$ cat src/rtl/bp_pkg.sv
// gshare branch predictor shared definitions
// constants, counter and state encodings, commit, update and
// wishbone bundles used across the predictor blocks
package bp_pkg;

	// ==============================
	// sizes
	// ==============================
	localparam int PC_W        = 32;
	localparam int QSLOTS      = 2;
	localparam int COMMIT_W    = 4;
	localparam int QUEUE_DEPTH = 32;
	localparam int QPTR_W      = 5;
	localparam int HIST_W      = 5;
	localparam int BHT_IDX_W   = 10;
	localparam int BHT_ENTRIES = 1024;
	localparam int WB_ADDR_W   = 2;
	localparam int WB_DATA_W   = 32;

	// ==============================
	// encodings
	// ==============================
	// counter values 0 and 1 predict taken, 2 and 3 predict not taken
	typedef enum logic [1:0] {
		ctr_weak_taken   = 2'd0,
		ctr_strong_taken = 2'd1,
		ctr_strong_not   = 2'd2,
		ctr_weak_not     = 2'd3
	} bp_ctr_e;

	// table init sweep, then normal operation
	typedef enum logic {
		st_sweep,
		st_run
	} bp_init_e;

	// register word addresses
	typedef enum logic [WB_ADDR_W-1:0] {
		reg_ctrl   = 2'd0,
		reg_status = 2'd1,
		reg_count  = 2'd2
	} bp_reg_e;

	// ==============================
	// bundles
	// ==============================
	// one resolved branch from a commit slot
	typedef struct packed {
		logic            valid;
		logic [PC_W-1:0] pc;
		logic            taken;
	} bp_resolve_t;

	// all commit slots of one cycle, slot 0 is oldest
	typedef bp_resolve_t [COMMIT_W-1:0] bp_commit_t;

	// one dequeued update headed for the table
	typedef struct packed {
		logic            valid;
		logic [PC_W-1:0] pc;
		logic            taken;
	} bp_update_t;

	typedef struct packed {
		logic                 cyc;
		logic                 stb;
		logic                 we;
		logic [WB_ADDR_W-1:0] adr;
		logic [WB_DATA_W-1:0] dat_w;
	} wb_req_t;

	typedef struct packed {
		logic                 ack;
		logic [WB_DATA_W-1:0] dat_r;
	} wb_rsp_t;

endpackage

$ cat src/rtl/bp_wb_regs.sv
// predictor register block
// wishbone classic slave with the enable control, queue and table
// status and a count of updates applied to the table
`timescale 1ns/10ps

module bp_wb_regs (
	input  logic            clk,
	input  logic            rst,
	input  bp_pkg::wb_req_t wb_req,
	output bp_pkg::wb_rsp_t wb_rsp,
	output logic            enable,
	input  logic            queue_empty,
	input  logic            table_ready,
	input  logic            applied
);

	// ==============================
	// bus decode
	// ==============================
	logic                         ack_q;
	logic [bp_pkg::WB_DATA_W-1:0] dat_r_q;
	logic                         req_hit;
	logic                         wr_hit;
	bp_pkg::bp_reg_e              reg_sel;
	logic [bp_pkg::WB_DATA_W-1:0] rd_data;

	logic                         enable_q;
	logic [bp_pkg::WB_DATA_W-1:0] applied_cnt;

	// new request only when ack is not already out,
	// keeps ack to one cycle per transfer
	assign req_hit = wb_req.cyc && wb_req.stb && !ack_q;
	assign wr_hit  = req_hit && wb_req.we;
	assign reg_sel = bp_pkg::bp_reg_e'(wb_req.adr);

	// read mux, unmapped word reads zero
	always_comb begin
		rd_data = '0;
		case (reg_sel)
			bp_pkg::reg_ctrl: begin
				rd_data[0] = enable_q;
			end
			bp_pkg::reg_status: begin
				rd_data[0] = queue_empty;
				rd_data[1] = table_ready;
			end
			bp_pkg::reg_count: begin
				rd_data = applied_cnt;
			end
			default: begin
				rd_data = '0;
			end
		endcase
	end

	// ==============================
	// registers
	// ==============================
	always_ff @(posedge clk) begin
		if (rst) begin
			ack_q       <= 1'b0;
			enable_q    <= 1'b0;
			applied_cnt <= '0;
		end else begin
			ack_q <= req_hit;
			if (wr_hit && (reg_sel == bp_pkg::reg_ctrl)) begin
				enable_q <= wb_req.dat_w[0];
			end
			// any write clears, clear wins over a same-cycle update
			if (wr_hit && (reg_sel == bp_pkg::reg_count)) begin
				applied_cnt <= '0;
			end else if (applied) begin
				applied_cnt <= applied_cnt + 1'b1;
			end
		end
	end

	// read data sampled with the request, valid alongside ack
	always_ff @(posedge clk) begin
		if (req_hit) begin
			dat_r_q <= rd_data;
		end
	end

	assign wb_rsp = '{ack: ack_q, dat_r: dat_r_q};
	assign enable = enable_q;

endmodule

$ cat config.mk
export PLATFORM = sky130hd
export DESIGN_NAME = bp_wb_regs
export DESIGN_NICKNAME = d
export VERILOG_FILES = /design/src/rtl/bp_pkg.sv /design/src/rtl/bp_wb_regs.sv
export SDC_FILE = /design/constraint.sdc
export NUM_CORES = 1
export LEC_CHECK = 0
export BUFFER_PORTS_ARGS = -buffer_cell sky130_fd_sc_hd__buf_2
export CORE_UTILIZATION = 35
export DETAILED_ROUTE_END_ITERATION = 6
export GPL_TIMING_DRIVEN = 0
export HOLD_SLACK_MARGIN = 0.06
export PLACE_DENSITY = 0.6
export SYNTH_ARGS = -nofsm -noshare
export SYNTH_HDL_FRONTEND = slang
export SYNTH_SLANG_ARGS = --single-unit
$ cat constraint.sdc
create_clock -name clk -period 3.5 [get_ports clk]
set_clock_uncertainty 0.15 [all_clocks]
set_input_delay 0.35 -clock clk [delete_from_list [all_inputs] [get_ports clk]]
set_output_delay 0.35 -clock clk [all_outputs]
set_load 0.03 [all_outputs]
Word-level counts from Yosys, hierarchy flattened
Cells that the tools add are included.
- bits in registers: 66
- output and inout bits: 34
- add/sub/neg operators: 1
- eq/ne operators: 2
- muxes and demuxes: 2
- reduce and logical (&&, ||, !) cells: 8
- operators with widths (kind ; number):
    32-bit by 1-bit adder with 32-bit output, second input constant ; 1
    1-bit logical AND ; 5
    1-bit case mux with 3 select lines ; 1
    2-bit by 1-bit equality test with 1-bit output, second input constant ; 1
    2-bit equality test, second input constant ; 1
    2-bit zero test ; 1
    1-bit case mux with 2 select lines ; 1
    2-bit OR reduction ; 1
    1-bit zero test ; 1

Longest topological paths before layout
Gate-level depths: netlist of the first run.
- depth in word-level cells: 5
- gate-level depth with buffers: 7

Worst setup path after synthesis of the first run
OpenSTA, ideal clock, no wires.
- kind: in2reg
- start point: in wb_req[36] in the netlist's numbering
- end point: reg dat_r_q[0] in the netlist's numbering (enable)
- library setup time: 421 ps
- arrival time: 1769 ps
- path slack: 1160 ps
- stages on the path: 2
- path buffers: 0
- cell sequence: nand2_1 > nor2_1
- cells in the longest elaborated chain, start to end: 2
- RTL lines (item ; RTL line ; source):
    start: declaration ; bp_wb_regs.sv:9 ; input bp_pkg::wb_req_t wb_req,
    1-bit logical AND (2 in a row) ; bp_wb_regs.sv:32 ; assign req_hit = wb_req.cyc && wb_req.stb && !ack_q;
    via req_hit ; bp_wb_regs.sv:22 ; logic req_hit;
    end signal: assignment ; bp_wb_regs.sv:81 ; dat_r_q <= rd_data;
    end: declaration ; bp_wb_regs.sv:21 ; logic [bp_pkg::WB_DATA_W-1:0] dat_r_q;
The timed path passes the listed nets, and every way through them passes these cells.
A chain may end at the register's enable or synchronous reset.

Worst setup path after layout of the first run
- start point: reg applied_cnt[0] in the netlist's numbering
- end point: reg applied_cnt[28] in the netlist's numbering
- cells in the longest elaborated chain, start to end: 1
- RTL lines (item ; RTL line ; source):
    start: declaration ; bp_wb_regs.sv:28 ; logic [bp_pkg::WB_DATA_W-1:0] applied_cnt;
    start signal: assignment ; bp_wb_regs.sv:73 ; applied_cnt <= applied_cnt + 1'b1;
    32-bit by 1-bit adder with 32-bit output ; bp_wb_regs.sv:73 ;
Every way passes these cells.

==> metrics.yaml, run 1 <==
global_route:
  globalRoute.busiestLayer: "met2"
  grt_max_degree: 33
  grt_pass1_vias: 2016
  gr-usage-met1_pct: 18.8
  use_met3_pct: 3.20
  overflow: 0
  met2_usage_pct: 22.8
  grt_use_total_pct: 14.9
  antenna_found_initial: 0
  grt_pass1_wl_um: 9710
timing:
  hold_slack_ns: 0.106
  maxSlewViolCount: 0
  period_needed_ns: 2.38
  setup_violations: 0
  hold_violations: 0
  worst_pin_slew_ns: 0.895
  setup_tns_ns: 0
  post-route-period-util_pct: 67.9
  max_slew_margin_pct: 40.2
  timing.fmax_mhz: 421
  fin_ws_ns: 1.12
  rsz0062_at_grt: "false"
setup_path:
  path_max_fanout: 8
  cp.arrival_ns: 2.50
  crit_chain: "ha_1 -> nand4_2 -> or3_1 -> buf_2 -> or4_1 -> a21oi_1"
  worst_setup_path_start_kind: "flip-flop"
  cp_top_family: "simple AND/OR/NAND/NOR gates"
  cp-end-kind: "flip-flop"
  cp_slowest_cell: "or4_1"
  critPathKind: "flip-flop to flip-flop"
  max_stage_delay_ns: 0.51
  path_buf_inv: 1
  crit_required_ns: 3.63
cts:
  clockBufferDepth: 2
  cts_buffers: 9
  htreeDepth: 3
  cts_sinks: 66
  clk_latency_ns: 0.34
  cts_tree: "built"
  path_clk_slew_ns: 0.07
  cts_root_buffer: "clkbuf_8"
floorplanning:
  rows: 32
  initial_core_util_pct: 36.7
  coreArea_sq_mm: 0.00785
  dieArea_sq_mm: 0.00860
  pin_count: 76
  fp.dieH_um: 92.7
  die_x_um: 92.7
detailed_routing:
  drc: 0
  drt-vias-per-instance: 5.00
  ant_nets: 0
  dr.pass1.iters: 4
  initialDrtViolationCount: 105
  drt-total-wl_um: 5700
  vias: 2113
  detail_route.wl_per_cell_um: 13.5
run_status:
  outcome: "complete, no violations"
synth:
  synth_edf_count: 32
  synth_top_area_share_pct: 33.4
  netlist_instances: 261
  netlist_area_sq_mm: 0.00288
  postSynthAreaPerCell_sq_um: 11.0
  yosysSeqAreaShare_pct: 57.0
  async_reset_ff_share_pct: 0
  synth_flop_cell: "dfxtp_1"
  synth-compound-area-share_pct: 8.95
  synth_top_family_by_area: "simple AND/OR/NAND/NOR gates"
  synth.distinct_cells: 37
  synth.largest_area_cell: "edfxtp_1"
  synth-xor-area-share_pct: 3.65
  synth-seq-cells: 66
  synth-simple-area-share_pct: 23.8
  synth.area.mux_share_pct: 0.348
  yosysWarnings: 0
  syn_nets: 308
  netlist_top_cells_area: "edfxtp_1 (33%), dfxtp_1 (24%), and2_1 (6.5%)"
  synth_fa_ha_area_share_pct: 2.17
finish:
  antenna_cells: 0
  fillCellCount: 772
  area_growth_pct: 18.5
  regArea_sq_mm: 0.00164
  nets: 363
  multi_input_area_sq_mm: 0.00113
  drive_gt1_share_pct: 23.7
worst_hold_path:
  min_path_type: "input port to flip-flop"
power:
  p_leak_nw: 1.19
  power_density_mw_per_mm2: 437
  power.total_w: 0.00149
  ir_drop_mv: 0.187
placed_design:
  place_ws_ns: 1.15
  portBuffers: 43
  gp_routability_congestion: 0.762
  dp_hpwl_um: 3890
flow_run:
  drv_cap: 0
-- metrics by stage --
step                      cell area (sq um)  cells  util (%)
after floorplan                        2880    261         -
after global placement                 3220    406      41.1
after detailed placement               3230    406      41.2
after CTS                              3410    423      43.5
after global routing                   3410    423      43.5
final                                  3410    423      43.5
-- placed cells by master, fill, tap and decap left out, types with 5 or more instances in the layout --
cell type / n
nand2_1: 12
nand3_1: 10
inv_1: 7
xnor2_1: 9
buf_2: 46
a21oi_1: 19
or3_1: 9
o31ai_1: 11
dfxtp_1: 34
ha_1: 5
and2_1: 30
nor4_1: 5
clkbuf_8: 11
or4_1: 12
edfxtp_1: 32
nor2_1: 14
nand4_1: 5
o21ai_0: 7
clkbuf_1: 7
-- worst min-delay path: stages --
cell and delay (ns):
buf_2 0.10, nand3_1 0.05, a21oi_1 0.05
-- logic make-up (layout without fill, tap and decap cells) --
family | count (synthesis) | after routing
simple gates | 114 | 114
flops | 66 | 66
compound gates | 42 | 42
buf+inv | 21 | 81
xor+xnor | 12 | 12
fa+ha+maj | 5 | 5
mux | 1 | 1
-- state kept, by name, summed over array words and instances (netlist names) --
register and cells:
dat_r_q 32, enable 1, applied_cnt 32, ack_q 1
-- metal layers --
metal,wire length [um],share of wire [%]
met1,2640,46
met2,2740,48
met3,169,3.0
met4,158,2.8
met5,0,0
-- synthesized netlist by cell type (6+ instances only) --
| master | number |
|---|---|
| dfxtp_1 | 34 |
| xnor2_1 | 9 |
| edfxtp_1 | 32 |
| a21oi_1 | 19 |
| or3_1 | 9 |
| clkbuf_1 | 6 |
| or4_1 | 12 |
| inv_1 | 7 |
| o21ai_0 | 7 |
| and2_1 | 30 |
| o31ai_1 | 11 |
| nor2_1 | 15 |
| nand3_1 | 10 |
| nand2_1 | 12 |
-- timing repair --
action,4_1_cts,5_1_grt
endpoints found under the hold margin,2,0
hold buffers,1,0
resized for setup,0,0
setup buffers,0,0
-- cell type report --
class                   instances  area share (%)
clock buffers                  11            4.14
flip-flops and latches         66            48.1
plain buffers                  14            2.71
inverters                       7           0.770
clock inverters                 5           0.880
multi-input cells             174            33.0
repair buffers                 44            6.60
well taps                     102            3.74
-- path summary, 6_finish.rpt --
| path | from | to | slack (ns) | cells after the start |
|---|---|---|---|---|
| setup / recovery | applied_cnt[0]$_SDFFE_PP0P_ | applied_cnt[28]$_SDFFE_PP0P_ | 1.12 | 6 |
| hold / removal | wb_req[0] | enable$_SDFFE_PP0P_ | 0.11 | 3 |
| setup reg to reg | applied_cnt[0]$_SDFFE_PP0P_ | applied_cnt[28]$_SDFFE_PP0P_ | 1.12 | 6 |
| hold reg to reg | enable$_SDFFE_PP0P_ | enable$_SDFFE_PP0P_ | 0.34 | 2 |
-- where the power goes --
part	internal (W)	leakage (nW)	switching [W]
logic	0.0000274	0.545	0.0000691
clock network	0.000272	0.0851	0.000288
registers	0.000826	0.560	0.00000944
total	0.00113	1.19	0.000366
Power figures use the tool's default switching activity.
==> run 2, diff against run 1 <==
==> constraint.sdc (replaced) <==
create_clock -name clk -period 2.4 [get_ports clk]
set_clock_uncertainty 0.15 [all_clocks]
set_input_delay 0.24 -clock clk [delete_from_list [all_inputs] [get_ports clk]]
set_output_delay 0.24 -clock clk [all_outputs]
set_load 0.03 [all_outputs]
==> run 2 against run 1 <==
  * Wire length up 0.93%
  * Largest power group unchanged
  * First-iteration DRC count down 7.6%
  * Utilization up 0.53 points
  * Register-to-register slack worse by 0.94 ns
==> metrics.yaml, run 2 (synthesis gave the netlist of run 1 again) <==
worst_hold_path:
  min-delay-start: "queue_empty"  # was wb_req[0]
  min_delay_path_depth: 3  # unchanged
  holdPathEnd: "dat_r_q[0]$_DFFE_PP_"  # was enable$_SDFFE_PP0P_
  min_path_type: "input port to flip-flop"  # unchanged
floorplanning:
  die_x_um: 92.7  # unchanged
  rows: 32  # unchanged
  pin_count: 76  # unchanged
  fp.dieH_um: 92.7  # unchanged
  dieArea_sq_mm: 0.00860  # unchanged
  initial_core_util_pct: 36.7  # unchanged
  coreArea_sq_mm: 0.00785  # unchanged
cts:
  cts_buffers: 9  # unchanged
  cts_root_buffer: "clkbuf_8"  # unchanged
  post-cts-setup-buffers: 0  # unchanged
  htreeDepth: 3  # unchanged
  cts_sinks: 66  # unchanged
  cts_tree: "built"  # unchanged
  clk_latency_ns: 0.35  # was 0.34 ns
  clockBufferDepth: 2  # unchanged
  path_clk_slew_ns: 0.07  # about the same
setup_path:
  r2r_setup_slack_ns: 0.19  # was 1.12 ns
  cp_top_family: "simple AND/OR/NAND/NOR gates"  # unchanged
  cp-end-kind: "flip-flop"  # unchanged
  reg2reg_depth: 6  # unchanged
  critPathKind: "flip-flop to flip-flop"  # unchanged
  crit_chain: "ha_1 -> nand4_4 -> or3_1 -> buf_2 -> or4_1 -> a21oi_1"  # was ha_1 -> nand4_2 -> or3_1 -> buf_2 -> or4_1 -> a21oi_1
  max_stage_delay_ns: 0.51  # about the same
  crit_required_ns: 2.53  # was 3.63 ns
  cp.arrival_ns: 2.34  # was 2.50 ns
  cp_slowest_cell: "or4_1"  # unchanged
  r2r-start: "applied_cnt[0]$_SDFFE_PP0P_"  # unchanged
  r2r_end: "applied_cnt[28]$_SDFFE_PP0P_"  # unchanged
  path_max_fanout: 8  # unchanged
  path_buf_inv: 1  # unchanged
  worst_setup_path_start_kind: "flip-flop"  # unchanged
finish:
  nets: 366  # was 363
  fillCellCount: 776  # was 772
  final_cell_mix: "buf_2 (46), dfxtp_1 (32), edfxtp_1 (32), and2_1 (30), a21oi_1 (19)"  # was buf_2 (46), dfxtp_1 (34), edfxtp_1 (32), and2_1 (30), a21oi_1 (19)
  final_common_cell: "buf_2"  # unchanged
  regArea_sq_mm: 0.00164  # about the same
  multi_input_area_sq_mm: 0.00114  # was 0.00113 sq mm
  antenna_cells: 0  # unchanged
  area_growth_pct: 19.9  # was 18.5%
  instances_no_fill: 426  # was 423
  fin_area_sq_mm: 0.00345  # was 0.00341 sq mm
  reg_top3: "applied_cnt (32), dat_r_q (32)"  # unchanged
  drive_gt1_share_pct: 24.1  # was 23.7%
timing:
  timing.fmax_mhz: 452  # was 421 MHz
  setup_violations: 0  # unchanged
  hold_violations: 0  # unchanged
  period_needed_ns: 2.21  # was 2.38 ns
  max_slew_margin_pct: 40.1  # was 40.2%
  worst_pin_slew_ns: 0.897  # was 0.895 ns
  maxSlewViolCount: 0  # unchanged
  post-route-period-util_pct: 92.3  # was 67.9%
  rsz0062_at_grt: "false"  # unchanged
global_route:
  antenna_found_initial: 0  # unchanged
  grt_pass1_wl_um: 9800  # was 9710 um
  overflow: 0  # unchanged
  grt_use_total_pct: 15.1  # was 14.9%
  grt_pass1_vias: 2042  # was 2016
  grt_max_degree: 33  # unchanged
placed_design:
  portBuffers: 43  # unchanged
  gp_routability_congestion: 0.762  # unchanged
  place_area_sq_mm: 0.00323  # unchanged
  dp.cells: 406  # unchanged
  dp_hpwl_um: 3890  # unchanged
power:
  p_leak_nw: 1.20  # was 1.19 nW
  power.total_w: 0.00218  # was 0.00149 W
  ir_drop_mv: 0.276  # was 0.187 mV
  power_density_mw_per_mm2: 633  # was 437 mW/mm^2
detailed_routing:
  ant_nets: 0  # unchanged
  vias: 2136  # was 2113
  detail_route.wl_per_cell_um: 13.5  # about the same
  drt-total-wl_um: 5750  # was 5700 um
  dr.pass1.iters: 4  # unchanged
  drc: 0  # unchanged
  drt-vias-per-instance: 5.01  # was 5.00
  initialDrtViolationCount: 97  # was 105
flow_run:
  drv_cap: 0  # unchanged
run_status:
  outcome: "complete, no violations"  # unchanged
==> run 2: cell types whose count changed in the layout (fill, tap and decap cells not counted) <==
cell and delta:
dlygate4sd3_1 +3, dfxtp_1 -2, dfxtp_2 +2, nand4_2 -1
nand4_4 +1
==> run 2: routing by layer <==
| layer | wire [um] | GRT usage, % | part of all wire, % |
|---|---|---|---|
| met5 | 0 | 0 | 0 |
| met3 | 168 | 3.20 | 2.9 |
| met1 | 2640 | 18.8 | 46 |
| met4 | 183 | 10.3 | 3.2 |
| met2 | 2760 | 23.3 | 48 |
==> run 2: repair_timing <==
| item | in CTS | in global routing |
|---|---|---|
| hold buffers | 4 | 0 |
| hold endpoints to repair | 2 | 0 |
| endpoints found under the setup margin | 0 | 7 |
| resized for setup | 0 | 3 |
==> run 2: stage by stage <==
step	hold WS [ns]	util (%)	worst slack [ns]	TNS, ns
after CTS	0.0742	43.9	0.0322	0
after floorplan	0.159	-	0.142	0
after global routing	0.0846	44.0	0.0429	0
final	0.0953	44.0	0.185	0
after detailed placement	0.295	41.2	0.0532	0
after global placement	0.291	41.1	-0.463	-14.72
==> run 2: worst max path at each step <==
stage | from | endpoint | slack [ns] | depth (start not counted)
final | applied_cnt[0]$_SDFFE_PP0P_ | applied_cnt[28]$_SDFFE_PP0P_ | 0.19 | 6
after global routing | applied_cnt[0]$_SDFFE_PP0P_ | applied_cnt[24]$_SDFFE_PP0P_ | 0.04 | 6
after CTS | applied_cnt[0]$_SDFFE_PP0P_ | applied_cnt[28]$_SDFFE_PP0P_ | 0.03 | 6
after detailed placement | applied_cnt[0]$_SDFFE_PP0P_ | applied_cnt[28]$_SDFFE_PP0P_ | 0.05 | 6
after global placement | wb_req[36] | dat_r_q[26]$_SDFFCE_PP0P_ | -0.46 | 3
after floorplan | ack_q$_SDFF_PP0_ | dat_r_q[0]$_DFFE_PP_ | 0.14 | 1
==> run 2: power breakdown <==
part / leakage (nW) / internal, W / switching (W)
clock network: 0.0851 / 0.000397 / 0.000423
registers: 0.561 / 0.00121 / 0.0000140
logic: 0.553 / 0.0000425 / 0.000102
==> run 2: cell type report <==
cell class                      instances  area share [%]
Multi-Input combinational cell        174            32.9
Sequential cell                        66            47.6
Inverter                                7           0.761
Timing Repair Buffer                   47            7.39
Clock inverter                          5           0.870
Clock buffer                           11            4.09
Buffer                                 14            2.68
Tap cell                              102            3.70
==> run 2: worst reg2reg max path: stages, from the launching register on <==
cell and delay [ns]:
dfxtp_2 0.42, ha_1 0.24, nand4_4 0.17, or3_1 0.34
buf_2 0.18, or4_1 0.51, a21oi_1 0.15
